===== config.mk =====
export PLATFORM = sky130hd
export DESIGN_NAME = operand_fetch_stage
export DESIGN_NICKNAME = d
export VERILOG_FILES = /design/src/source/dsp_types_pkg.sv /design/src/source/fetch_ctrl_pkg.sv /design/src/source/channel_file.sv /design/src/source/channel_scoreboard.sv /design/src/source/operand_fetch_slot.sv /design/src/source/skid_buffer.sv /design/src/source/operand_fetch_stage.sv
export SDC_FILE = /design/constraint.sdc
export NUM_CORES = 2
export LEC_CHECK = 0
export ABC_CLOCK_PERIOD_IN_PS = 13800
export BUFFER_PORTS_ARGS = -buffer_cell sky130_fd_sc_hd__buf_2
export CORE_ASPECT_RATIO = 0.75
export CORE_UTILIZATION = 40
export DETAILED_ROUTE_END_ITERATION = 7
export PLACE_DENSITY = 0.6
export REMOVE_ABC_BUFFERS = 1
export SLEW_MARGIN = 40
export SYNTH_ARGS = -nofsm -noshare
export SYNTH_HDL_FRONTEND = slang
export SYNTH_SLANG_ARGS = --single-unit

===== constraint.sdc =====
create_clock -name clk -period 13.8 [get_ports clk]
set_input_delay 2.07 -clock clk [delete_from_list [all_inputs] [get_ports clk]]
set_output_delay 2.07 -clock clk [all_outputs]
set_load 0.05 [all_outputs]

===== src/source/dsp_types_pkg.sv =====
package dsp_types_pkg;

	// The core has a file of 16 signed data channels
	localparam int n_channels = 16;

	typedef logic [3 : 0] channel_addr_t;
	typedef logic [4 : 0] opcode_t;
	typedef logic [5 : 0] commit_id_t;

	// With src_reg set, src is a register or constant code instead of a channel
	typedef struct packed {
		logic [3 : 0] src;
		logic         src_reg;
		logic         needed;
	} operand_spec_t;

	typedef struct packed {
		opcode_t       opcode;
		channel_addr_t dest;
		logic          writes_channel;
		operand_spec_t op_a;
		operand_spec_t op_b;
		operand_spec_t op_c;
	} fetch_instr_t;

	// Write data goes beside this struct since its width is a module parameter
	typedef struct packed {
		logic          enable;
		channel_addr_t addr;
	} channel_write_t;

endpackage


===== src/source/fetch_ctrl_pkg.sv =====
package fetch_ctrl_pkg;

	typedef enum logic {
		slot_idle,
		slot_stalled
	} slot_state_e;

	typedef enum logic [1 : 0] {
		slot_a,
		slot_b,
		slot_c
	} operand_slot_e;

	// Codes for operands that take a register or a constant
	localparam logic [3 : 0] src_register_0 = 4'd0;
	localparam logic [3 : 0] src_register_1 = 4'd1;
	// One quarter of full scale
	localparam logic [3 : 0] src_quarter_scale = 4'd3;
	localparam logic [3 : 0] src_most_negative = 4'd4;

endpackage


===== src/source/channel_file.sv =====
`timescale 1ns/1ns

module channel_file #(
	parameter int data_width = 16
) (
	input  logic clk,
	input  logic reset,

	input  dsp_types_pkg::channel_write_t ch_write,
	input  logic signed [data_width - 1 : 0] ch_write_data,

	input  dsp_types_pkg::channel_addr_t rd_addr_a,
	input  dsp_types_pkg::channel_addr_t rd_addr_b,
	input  dsp_types_pkg::channel_addr_t rd_addr_c,

	output logic signed [data_width - 1 : 0] rd_data_a,
	output logic signed [data_width - 1 : 0] rd_data_b,
	output logic signed [data_width - 1 : 0] rd_data_c
);

	logic signed [data_width - 1 : 0] channels [dsp_types_pkg::n_channels];

	always_ff @(posedge clk) begin
		if (reset) begin
			for (int i = 0; i < dsp_types_pkg::n_channels; i++) begin
				channels[i] <= '0;
			end
		end else if (ch_write.enable) begin
			channels[ch_write.addr] <= ch_write_data;
		end
	end

	// A read in the same cycle as a write still sees the old value
	assign rd_data_a = channels[rd_addr_a];
	assign rd_data_b = channels[rd_addr_b];
	assign rd_data_c = channels[rd_addr_c];

endmodule


===== src/source/channel_scoreboard.sv =====
`timescale 1ns/1ns

module channel_scoreboard (
	input  logic clk,
	input  logic reset,

	input  logic issue,
	input  dsp_types_pkg::channel_addr_t issue_dest,

	input  dsp_types_pkg::channel_write_t ch_write,

	input  dsp_types_pkg::channel_addr_t query_addr,
	output logic pending,
	output logic pending_one
);

	typedef logic [3 : 0] pending_count_t;

	pending_count_t counts [dsp_types_pkg::n_channels];

	logic [dsp_types_pkg::n_channels - 1 : 0] rise;
	logic [dsp_types_pkg::n_channels - 1 : 0] fall;

	always_comb begin
		for (int i = 0; i < dsp_types_pkg::n_channels; i++) begin
			rise[i] = issue && (issue_dest == dsp_types_pkg::channel_addr_t'(i));
			// A write nobody waits for leaves the count at zero
			fall[i] = ch_write.enable
				&& (ch_write.addr == dsp_types_pkg::channel_addr_t'(i))
				&& (counts[i] != '0);
		end
	end

	always_ff @(posedge clk) begin
		if (reset) begin
			for (int i = 0; i < dsp_types_pkg::n_channels; i++) begin
				counts[i] <= '0;
			end
		end else begin
			for (int i = 0; i < dsp_types_pkg::n_channels; i++) begin
				case ({rise[i], fall[i]})
					2'b10: begin
						counts[i] <= counts[i] + 1'b1;
					end
					2'b01: begin
						counts[i] <= counts[i] - 1'b1;
					end
					default: begin
						counts[i] <= counts[i];
					end
				endcase
			end
		end
	end

	assign pending = (counts[query_addr] != '0);
	assign pending_one = (counts[query_addr] == pending_count_t'(1));

endmodule


===== src/source/operand_fetch_slot.sv =====
`timescale 1ns/1ns

module operand_fetch_slot #(
	parameter int data_width = 16,
	parameter fetch_ctrl_pkg::operand_slot_e slot = fetch_ctrl_pkg::slot_a
) (
	input  logic clk,
	input  logic reset,

	input  logic in_valid,
	output logic in_ready,
	input  dsp_types_pkg::fetch_instr_t in_instr,
	input  logic signed [data_width - 1 : 0] in_reg_0,
	input  logic signed [data_width - 1 : 0] in_reg_1,
	input  logic signed [data_width - 1 : 0] in_arg_a,
	input  logic signed [data_width - 1 : 0] in_arg_b,

	output logic out_valid,
	input  logic out_ready,
	output dsp_types_pkg::fetch_instr_t out_instr,
	output logic signed [data_width - 1 : 0] out_reg_0,
	output logic signed [data_width - 1 : 0] out_reg_1,
	output logic signed [data_width - 1 : 0] out_arg_a,
	output logic signed [data_width - 1 : 0] out_arg_b,
	output logic signed [data_width - 1 : 0] out_arg_c,

	input  dsp_types_pkg::channel_write_t ch_write,
	input  logic signed [data_width - 1 : 0] ch_write_data,

	output dsp_types_pkg::channel_addr_t rd_addr,
	input  logic signed [data_width - 1 : 0] rd_data
);

	fetch_ctrl_pkg::slot_state_e state;

	dsp_types_pkg::fetch_instr_t held_instr;
	logic signed [data_width - 1 : 0] held_reg_0;
	logic signed [data_width - 1 : 0] held_reg_1;
	logic signed [data_width - 1 : 0] held_arg_a;
	logic signed [data_width - 1 : 0] held_arg_b;

	dsp_types_pkg::fetch_instr_t live_instr;
	logic signed [data_width - 1 : 0] live_reg_0;
	logic signed [data_width - 1 : 0] live_reg_1;
	logic signed [data_width - 1 : 0] live_arg_a;
	logic signed [data_width - 1 : 0] live_arg_b;

	dsp_types_pkg::operand_spec_t spec;
	logic signed [data_width - 1 : 0] reg_value;
	logic signed [data_width - 1 : 0] value;

	logic pending;
	logic pending_one;
	logic forward_hit;
	logic resolved;
	logic stalled;
	logic out_free;
	logic take_in;
	logic send;

	assign stalled = (state == fetch_ctrl_pkg::slot_stalled);

	// While stalled, the latched copy stands in for the input
	assign live_instr = stalled ? held_instr : in_instr;
	assign live_reg_0 = stalled ? held_reg_0 : in_reg_0;
	assign live_reg_1 = stalled ? held_reg_1 : in_reg_1;
	assign live_arg_a = stalled ? held_arg_a : in_arg_a;
	assign live_arg_b = stalled ? held_arg_b : in_arg_b;

	always_comb begin
		case (slot)
			fetch_ctrl_pkg::slot_a: spec = live_instr.op_a;
			fetch_ctrl_pkg::slot_b: spec = live_instr.op_b;
			default: spec = live_instr.op_c;
		endcase
	end

	assign rd_addr = spec.src;

	// Register and constant table, shared by the fresh and the stalled path
	always_comb begin
		reg_value = '0;
		case (spec.src)
			fetch_ctrl_pkg::src_register_0: reg_value = live_reg_0;
			fetch_ctrl_pkg::src_register_1: reg_value = live_reg_1;
			fetch_ctrl_pkg::src_quarter_scale: reg_value[data_width - 2] = 1'b1;
			fetch_ctrl_pkg::src_most_negative: reg_value[data_width - 1] = 1'b1;
			default: reg_value = '0;
		endcase
	end

	// The last outstanding write is arriving right now, so take it off the port
	assign forward_hit = pending_one && ch_write.enable && (ch_write.addr == spec.src);

	always_comb begin
		resolved = 1'b1;
		value = '0;
		if (!spec.needed) begin
			value = '0;
		end else if (spec.src_reg) begin
			value = reg_value;
		end else if (!pending) begin
			value = rd_data;
		end else if (forward_hit) begin
			value = ch_write_data;
		end else begin
			resolved = 1'b0;
		end
	end

	assign out_free = !out_valid || out_ready;
	assign in_ready = !stalled && out_free;
	assign take_in = in_valid && in_ready;
	assign send = (take_in || stalled) && resolved && out_free;

	always_ff @(posedge clk) begin
		if (reset) begin
			state <= fetch_ctrl_pkg::slot_idle;
			out_valid <= 1'b0;
		end else if (send) begin
			state <= fetch_ctrl_pkg::slot_idle;
			out_valid <= 1'b1;
		end else begin
			if (take_in)
				state <= fetch_ctrl_pkg::slot_stalled;
			if (out_ready)
				out_valid <= 1'b0;
		end
	end

	always_ff @(posedge clk) begin
		if (take_in) begin
			held_instr <= in_instr;
			held_reg_0 <= in_reg_0;
			held_reg_1 <= in_reg_1;
			held_arg_a <= in_arg_a;
			held_arg_b <= in_arg_b;
		end
	end

	always_ff @(posedge clk) begin
		if (send) begin
			out_instr <= live_instr;
			out_reg_0 <= live_reg_0;
			out_reg_1 <= live_reg_1;
			out_arg_a <= (slot == fetch_ctrl_pkg::slot_a) ? value : live_arg_a;
			out_arg_b <= (slot == fetch_ctrl_pkg::slot_b) ? value : live_arg_b;
			out_arg_c <= (slot == fetch_ctrl_pkg::slot_c) ? value : '0;
		end
	end

	// A write is counted as soon as the writer is loaded into the output register,
	// so a reader directly behind it already sees the pending count
	channel_scoreboard scoreboard_i (
		.clk(clk),
		.reset(reset),
		.issue(send && live_instr.writes_channel),
		.issue_dest(live_instr.dest),
		.ch_write(ch_write),
		.query_addr(spec.src),
		.pending(pending),
		.pending_one(pending_one)
	);

endmodule


===== src/source/skid_buffer.sv =====
`timescale 1ns/1ns

module skid_buffer #(
	parameter int payload_width = 32
) (
	input  logic clk,
	input  logic reset,

	input  logic in_valid,
	output logic in_ready,
	input  logic [payload_width - 1 : 0] payload_in,

	output logic out_valid,
	input  logic out_ready,
	output logic [payload_width - 1 : 0] payload_out
);

	logic main_valid;
	logic skid_valid;
	logic [payload_width - 1 : 0] main_data;
	logic [payload_width - 1 : 0] skid_data;

	logic take_in;
	logic take_out;

	// Ready comes straight from a flop, so the downstream ready never reaches upstream
	assign in_ready = !skid_valid;
	assign out_valid = main_valid;
	assign payload_out = main_data;

	assign take_in = in_valid && in_ready;
	assign take_out = main_valid && out_ready;

	always_ff @(posedge clk) begin
		if (reset) begin
			main_valid <= 1'b0;
			skid_valid <= 1'b0;
		end else if (skid_valid) begin
			if (take_out) begin
				main_valid <= 1'b1;
				skid_valid <= 1'b0;
			end
		end else if (take_in) begin
			if (!main_valid || take_out)
				main_valid <= 1'b1;
			else
				skid_valid <= 1'b1;
		end else if (take_out) begin
			main_valid <= 1'b0;
		end
	end

	always_ff @(posedge clk) begin
		if (skid_valid && take_out)
			main_data <= skid_data;
		else if (take_in && (!main_valid || take_out))
			main_data <= payload_in;
		if (take_in && main_valid && !take_out)
			skid_data <= payload_in;
	end

endmodule


===== src/source/operand_fetch_stage.sv =====
`timescale 1ns/1ns

module operand_fetch_stage #(
	parameter int data_width = 16
) (
	input  logic clk,
	input  logic reset,

	input  logic in_valid,
	output logic in_ready,
	input  dsp_types_pkg::fetch_instr_t in_instr,
	input  logic signed [data_width - 1 : 0] in_reg_0,
	input  logic signed [data_width - 1 : 0] in_reg_1,

	input  dsp_types_pkg::channel_write_t ch_write,
	input  logic signed [data_width - 1 : 0] ch_write_data,

	output logic out_valid,
	input  logic out_ready,
	output dsp_types_pkg::fetch_instr_t out_instr,
	output logic signed [data_width - 1 : 0] out_arg_a,
	output logic signed [data_width - 1 : 0] out_arg_b,
	output logic signed [data_width - 1 : 0] out_arg_c,
	output dsp_types_pkg::commit_id_t out_commit_id
);

	typedef struct packed {
		dsp_types_pkg::fetch_instr_t instr;
		logic signed [data_width - 1 : 0] arg_a;
		logic signed [data_width - 1 : 0] arg_b;
		logic signed [data_width - 1 : 0] arg_c;
		dsp_types_pkg::commit_id_t commit_id;
	} fetch_result_t;

	localparam int payload_width = $bits(fetch_result_t);

	logic a_valid;
	logic a_ready;
	dsp_types_pkg::fetch_instr_t a_instr;
	logic signed [data_width - 1 : 0] a_reg_0;
	logic signed [data_width - 1 : 0] a_reg_1;
	logic signed [data_width - 1 : 0] a_arg_a;
	logic signed [data_width - 1 : 0] a_arg_b;

	logic b_valid;
	logic b_ready;
	dsp_types_pkg::fetch_instr_t b_instr;
	logic signed [data_width - 1 : 0] b_reg_0;
	logic signed [data_width - 1 : 0] b_reg_1;
	logic signed [data_width - 1 : 0] b_arg_a;
	logic signed [data_width - 1 : 0] b_arg_b;

	logic c_valid;
	logic c_ready;
	dsp_types_pkg::fetch_instr_t c_instr;
	logic signed [data_width - 1 : 0] c_arg_a;
	logic signed [data_width - 1 : 0] c_arg_b;
	logic signed [data_width - 1 : 0] c_arg_c;

	dsp_types_pkg::channel_addr_t rd_addr_a;
	dsp_types_pkg::channel_addr_t rd_addr_b;
	dsp_types_pkg::channel_addr_t rd_addr_c;
	logic signed [data_width - 1 : 0] rd_data_a;
	logic signed [data_width - 1 : 0] rd_data_b;
	logic signed [data_width - 1 : 0] rd_data_c;

	dsp_types_pkg::commit_id_t commit_count;
	fetch_result_t skid_in;
	fetch_result_t skid_out;

	channel_file #(.data_width(data_width)) channel_file_i (
		.clk(clk),
		.reset(reset),
		.ch_write(ch_write),
		.ch_write_data(ch_write_data),
		.rd_addr_a(rd_addr_a),
		.rd_addr_b(rd_addr_b),
		.rd_addr_c(rd_addr_c),
		.rd_data_a(rd_data_a),
		.rd_data_b(rd_data_b),
		.rd_data_c(rd_data_c)
	);

	operand_fetch_slot #(.data_width(data_width), .slot(fetch_ctrl_pkg::slot_a)) slot_a_i (
		.clk(clk),
		.reset(reset),
		.in_valid(in_valid),
		.in_ready(in_ready),
		.in_instr(in_instr),
		.in_reg_0(in_reg_0),
		.in_reg_1(in_reg_1),
		.in_arg_a('0),
		.in_arg_b('0),
		.out_valid(a_valid),
		.out_ready(a_ready),
		.out_instr(a_instr),
		.out_reg_0(a_reg_0),
		.out_reg_1(a_reg_1),
		.out_arg_a(a_arg_a),
		.out_arg_b(a_arg_b),
		.out_arg_c(),
		.ch_write(ch_write),
		.ch_write_data(ch_write_data),
		.rd_addr(rd_addr_a),
		.rd_data(rd_data_a)
	);

	operand_fetch_slot #(.data_width(data_width), .slot(fetch_ctrl_pkg::slot_b)) slot_b_i (
		.clk(clk),
		.reset(reset),
		.in_valid(a_valid),
		.in_ready(a_ready),
		.in_instr(a_instr),
		.in_reg_0(a_reg_0),
		.in_reg_1(a_reg_1),
		.in_arg_a(a_arg_a),
		.in_arg_b(a_arg_b),
		.out_valid(b_valid),
		.out_ready(b_ready),
		.out_instr(b_instr),
		.out_reg_0(b_reg_0),
		.out_reg_1(b_reg_1),
		.out_arg_a(b_arg_a),
		.out_arg_b(b_arg_b),
		.out_arg_c(),
		.ch_write(ch_write),
		.ch_write_data(ch_write_data),
		.rd_addr(rd_addr_b),
		.rd_data(rd_data_b)
	);

	operand_fetch_slot #(.data_width(data_width), .slot(fetch_ctrl_pkg::slot_c)) slot_c_i (
		.clk(clk),
		.reset(reset),
		.in_valid(b_valid),
		.in_ready(b_ready),
		.in_instr(b_instr),
		.in_reg_0(b_reg_0),
		.in_reg_1(b_reg_1),
		.in_arg_a(b_arg_a),
		.in_arg_b(b_arg_b),
		.out_valid(c_valid),
		.out_ready(c_ready),
		.out_instr(c_instr),
		.out_reg_0(),
		.out_reg_1(),
		.out_arg_a(c_arg_a),
		.out_arg_b(c_arg_b),
		.out_arg_c(c_arg_c),
		.ch_write(ch_write),
		.ch_write_data(ch_write_data),
		.rd_addr(rd_addr_c),
		.rd_data(rd_data_c)
	);

	// Channel writers are numbered in the order they leave the last slot
	always_ff @(posedge clk) begin
		if (reset)
			commit_count <= '0;
		else if (c_valid && c_ready && c_instr.writes_channel)
			commit_count <= commit_count + 1'b1;
	end

	// The register values end at the last slot and do not enter the payload
	always_comb begin
		skid_in.instr = c_instr;
		skid_in.arg_a = c_arg_a;
		skid_in.arg_b = c_arg_b;
		skid_in.arg_c = c_arg_c;
		skid_in.commit_id = commit_count;
	end

	skid_buffer #(.payload_width(payload_width)) skid_buffer_i (
		.clk(clk),
		.reset(reset),
		.in_valid(c_valid),
		.in_ready(c_ready),
		.payload_in(skid_in),
		.out_valid(out_valid),
		.out_ready(out_ready),
		.payload_out(skid_out)
	);

	assign out_instr = skid_out.instr;
	assign out_arg_a = skid_out.arg_a;
	assign out_arg_b = skid_out.arg_b;
	assign out_arg_c = skid_out.arg_c;
	assign out_commit_id = skid_out.commit_id;

endmodule


==> impl_metrics.env <==
export IMPL_numClockSinks=1098
export IMPL_finalWirelength_um=172000
export IMPL_track_usage_pct=23.4
export IMPL_yosysWarnings=0
export IMPL_min_period_ps=7160
export IMPL_die_w_um=438
export IMPL_rsz0062_at_grt="false"
export IMPL_violations="DRC"
export IMPL_setup_violations=0
export IMPL_grt_busiest_layer="met1"
export IMPL_clock_tree_root_cell="clkbuf_16"
export IMPL_status="complete, but fails checks"
export IMPL_rows=119
export IMPL_dp_hpwl_um=117000
export IMPL_total_power_mw=8.53
export IMPL_portBuffers=168
export IMPL_start_util_pct=40.4
export IMPL_numCtsBuffers=112
export IMPL_core_um2=141000
export IMPL_wl_per_cell_um=25.6
export IMPL_post_cts_resized=0
export IMPL_fmax_mhz=140
export IMPL_vias=39600
export IMPL_area_growth_pct=11.8
export IMPL_die_h_um=329
export IMPL_grt_pass1_vias=37000
export IMPL_synth_cells=4666
export IMPL_critPathMaxFanout=70
export IMPL_cts_hold_fix_buffers=0
export IMPL_crit_arrival_ps=7650
export IMPL_path_clk_slew_ps=60
export IMPL_drt_pass1_iter_count=8
export IMPL_holdPathStages=0
export IMPL_synth_seq_cells=1098
export IMPL_power_leakage_nw=22.1
export IMPL_hold_path_startpoint="slot_c_i.out_instr[17]"
export IMPL_ys_seq_area_share_pct=57.7
export IMPL_drv_cap=0
export IMPL_antenna_found_initial=19
export IMPL_endpoint_kind="register"
export IMPL_hold_class="register to register"
export IMPL_via_per_inst=5.90
export IMPL_detail_route_iter0_violations=4931
export IMPL_synth_edf_count=1084
export IMPL_worstReg2RegEnd="slot_a_i.scoreboard_i.counts[3][2]"
export IMPL_syn_area_um2=56900
export IMPL_worstPathRequired_ps=14290
export IMPL_grt_pass1_wl_um=252000
export IMPL_timing_rr_start="slot_a_i.stalled"
export IMPL_skew_ps=38.0
export IMPL_synthArstFlopShare_pct=0
export IMPL_fin_nets=4978
export IMPL_post_cts_setup_buffer_count=0
export IMPL_drive_above_1_share_pct=18.4
export IMPL_hold_viol_final=0
export IMPL_synth_ff_type="edfxtp_1"
export IMPL_critPathKind="input pin to register"
export IMPL_slew_violations=0
export IMPL_place_congestion=0.912
export IMPL_grt_max_degree=93
export IMPL_globalRouteMet2Util_pct=32.8
export IMPL_pwr_density_cell_nw_per_um2=134
export IMPL_synth_cell_types=76
export IMPL_cts_tree="yes"
export IMPL_worst_pin_slew_ps=990
export IMPL_min_period_over_period_pct=51.8
export IMPL_drtAntennaViolNets=0
export IMPL_use_met3_pct=7.51
export IMPL_syn_area_per_cell_um2=12.2
export IMPL_ir_drop_v=0.000112
export IMPL_slew_headroom_pct=33.4
export IMPL_r2r_cells=18
export IMPL_rrSetupSlack_ps=7410
export IMPL_drcViolationCount=18
export IMPL_cts_buffer_depth=3
export IMPL_worst_hold_slack_ps=440
export IMPL_final_cell_mix="edfxtp_1 (1084), nand2_1 (430), nor2_1 (337)"
export IMPL_final_common_cell="edfxtp_1"
export IMPL_start_kind="input pin"
export IMPL_grt_ovfl_total=0
export IMPL_clkLatencyLatePin_ps=760
export IMPL_cts_htree_levels=3
export IMPL_min_to="skid_buffer_i.skid_data[71]"
export IMPL_fp_dieArea_um2=144000
export IMPL_io_pins=169
export IMPL_fin_util_pct=45.2
export IMPL_grt_use_met1_pct=34.7
==> cell usage after synthesis (5+ instances only) <==
| cell type | count | area [um2] |
|---|---|---|
| a311oi_1 | 45 | 394 |
| o21ai_0 | 117 | 586 |
| edfxtp_1 | 1084 | 32600 |
| xnor2_1 | 107 | 937 |
| or3_1 | 62 | 388 |
| buf_1 | 37 | 139 |
| nor3_1 | 159 | 796 |
| nand4_1 | 93 | 582 |
| nor4_1 | 37 | 231 |
| nand3_1 | 149 | 746 |
| a31oi_1 | 38 | 238 |
| mux2_2 | 253 | 2850 |
| nor2b_1 | 27 | 169 |
| dfxtp_1 | 14 | 280 |
| mux4_2 | 101 | 2270 |
| nand2_1 | 430 | 1610 |
| ha_1 | 148 | 1850 |
| xor2_1 | 45 | 394 |
| o221ai_1 | 13 | 114 |
| a22o_1 | 13 | 114 |
| or4_1 | 19 | 143 |
| a21oi_1 | 107 | 536 |
| a221o_1 | 15 | 150 |
| a32o_1 | 5 | 50.1 |
| nor2_1 | 345 | 1290 |
| nand2b_1 | 76 | 475 |
| a22oi_1 | 32 | 240 |
| a32oi_1 | 7 | 61.3 |
| and2_1 | 259 | 1620 |
| o211ai_1 | 13 | 97.6 |
| clkbuf_1 | 216 | 811 |
| inv_1 | 136 | 510 |
| a21o_1 | 18 | 135 |
| nor3b_1 | 12 | 90.1 |
| and3_1 | 35 | 219 |
| a221oi_1 | 49 | 429 |
| mux2i_1 | 93 | 931 |
| o31ai_1 | 5 | 37.5 |
| o22ai_1 | 24 | 150 |
| o311ai_0 | 20 | 175 |
| buf_2 | 39 | 195 |
| o21ai_1 | 5 | 25.0 |
| o21bai_1 | 49 | 368 |
| or2_2 | 44 | 275 |
| a211oi_1 | 11 | 82.6 |
==> power breakdown <==
part,leakage [nW],internal [mW],switching [mW]
Clock,1.74,1.68,1.35
Sequential,10.5,3.99,0.174
Combinational,9.87,0.427,0.905
Total,22.1,6.10,2.43
==> metal layers <==
metal / vias to the layer above / part of all wire [%]
li1: 17700 / -
met1: 19600 / 44
met2: 2051 / 41
met3: 297 / 12
met4: 10 / 2.7
met5: - / 0.038
==> critical path, cell delays in order <==
cell	delay [ps]
buf_2	170
mux2i_4	160
buf_6	500
clkinv_2	770
buf_4	620
o311ai_0	450
a31oi_1	200
a221oi_4	220
buf_4	440
a31o_2	600
nand4_1	190
ha_1	280
nand2b_1	170
xnor2_1	140
ha_1	190
nor3_1	50
a21oi_1	150
xor2_1	160
nor2_1	50
==> cell families after synthesis <==
group,Yosys count,synth area share [%]
compound gates,618,7.57
xor+xnor,152,2.34
fa+ha+maj,148,3.25
buf+inv,436,2.97
flops,1098,57.7
mux,453,10.8
simple gates,1761,15.4
==> area by class of cell <==
type	instances	area [um2]
inverter	143	546
multi-input combinational	3132	22700
antenna	5	12.5
tap	1875	2350
fill	12700	77200
sequential	1098	32800
clock buffer	140	2940
timing repair buffer	258	1550
clock inverter	68	673
==> flip-flops by register name, indices dropped and copies added, names as in the netlist, 28 cells and up <==
signal                        cells
slot_b_i.out_instr               28
slot_c_i.scoreboard_i.counts     64
slot_c_i.held_instr              28
skid_buffer_i.payload_out        82
slot_b_i.held_instr              28
slot_c_i.out_instr               28
skid_buffer_i.skid_data          82
channel_file_i.channels         256
slot_a_i.scoreboard_i.counts     64
slot_a_i.out_instr               28
slot_b_i.scoreboard_i.counts     64
slot_a_i.held_instr              28
==> through the flow <==
| step | instance area, um2 | setup slack, ps | cells | TNS, ps |
|---|---|---|---|---|
| finish | 63600 | 6640 | 6719 | 0 |
| global route | 63600 | 6290 | 6715 | 0 |
| CTS | 63600 | 6480 | 6713 | 0 |
| detailed placement | 60000 | 5710 | 6505 | 0 |
| global placement | 59900 | 5910 | 6505 | 0 |
| floorplan | 55800 | -2400 | 4373 | -295840 |
==> worst max-delay path by stage <==
stage	from	to	slack (ps)	depth (start not counted)
floorplan	slot_b_i.stalled	slot_b_i.out_arg_a[0]	-2400	8
global placement	in_instr[15]	slot_a_i.scoreboard_i.counts[3][2]	5910	19
detailed placement	in_instr[15]	slot_a_i.scoreboard_i.counts[3][2]	5710	19
CTS	in_instr[15]	slot_a_i.scoreboard_i.counts[3][2]	6480	19
global route	in_instr[15]	slot_a_i.scoreboard_i.counts[3][2]	6290	19
finish	in_instr[15]	slot_a_i.scoreboard_i.counts[3][2]	6640	19
No activity file was read; power rests on OpenSTA's default activity.
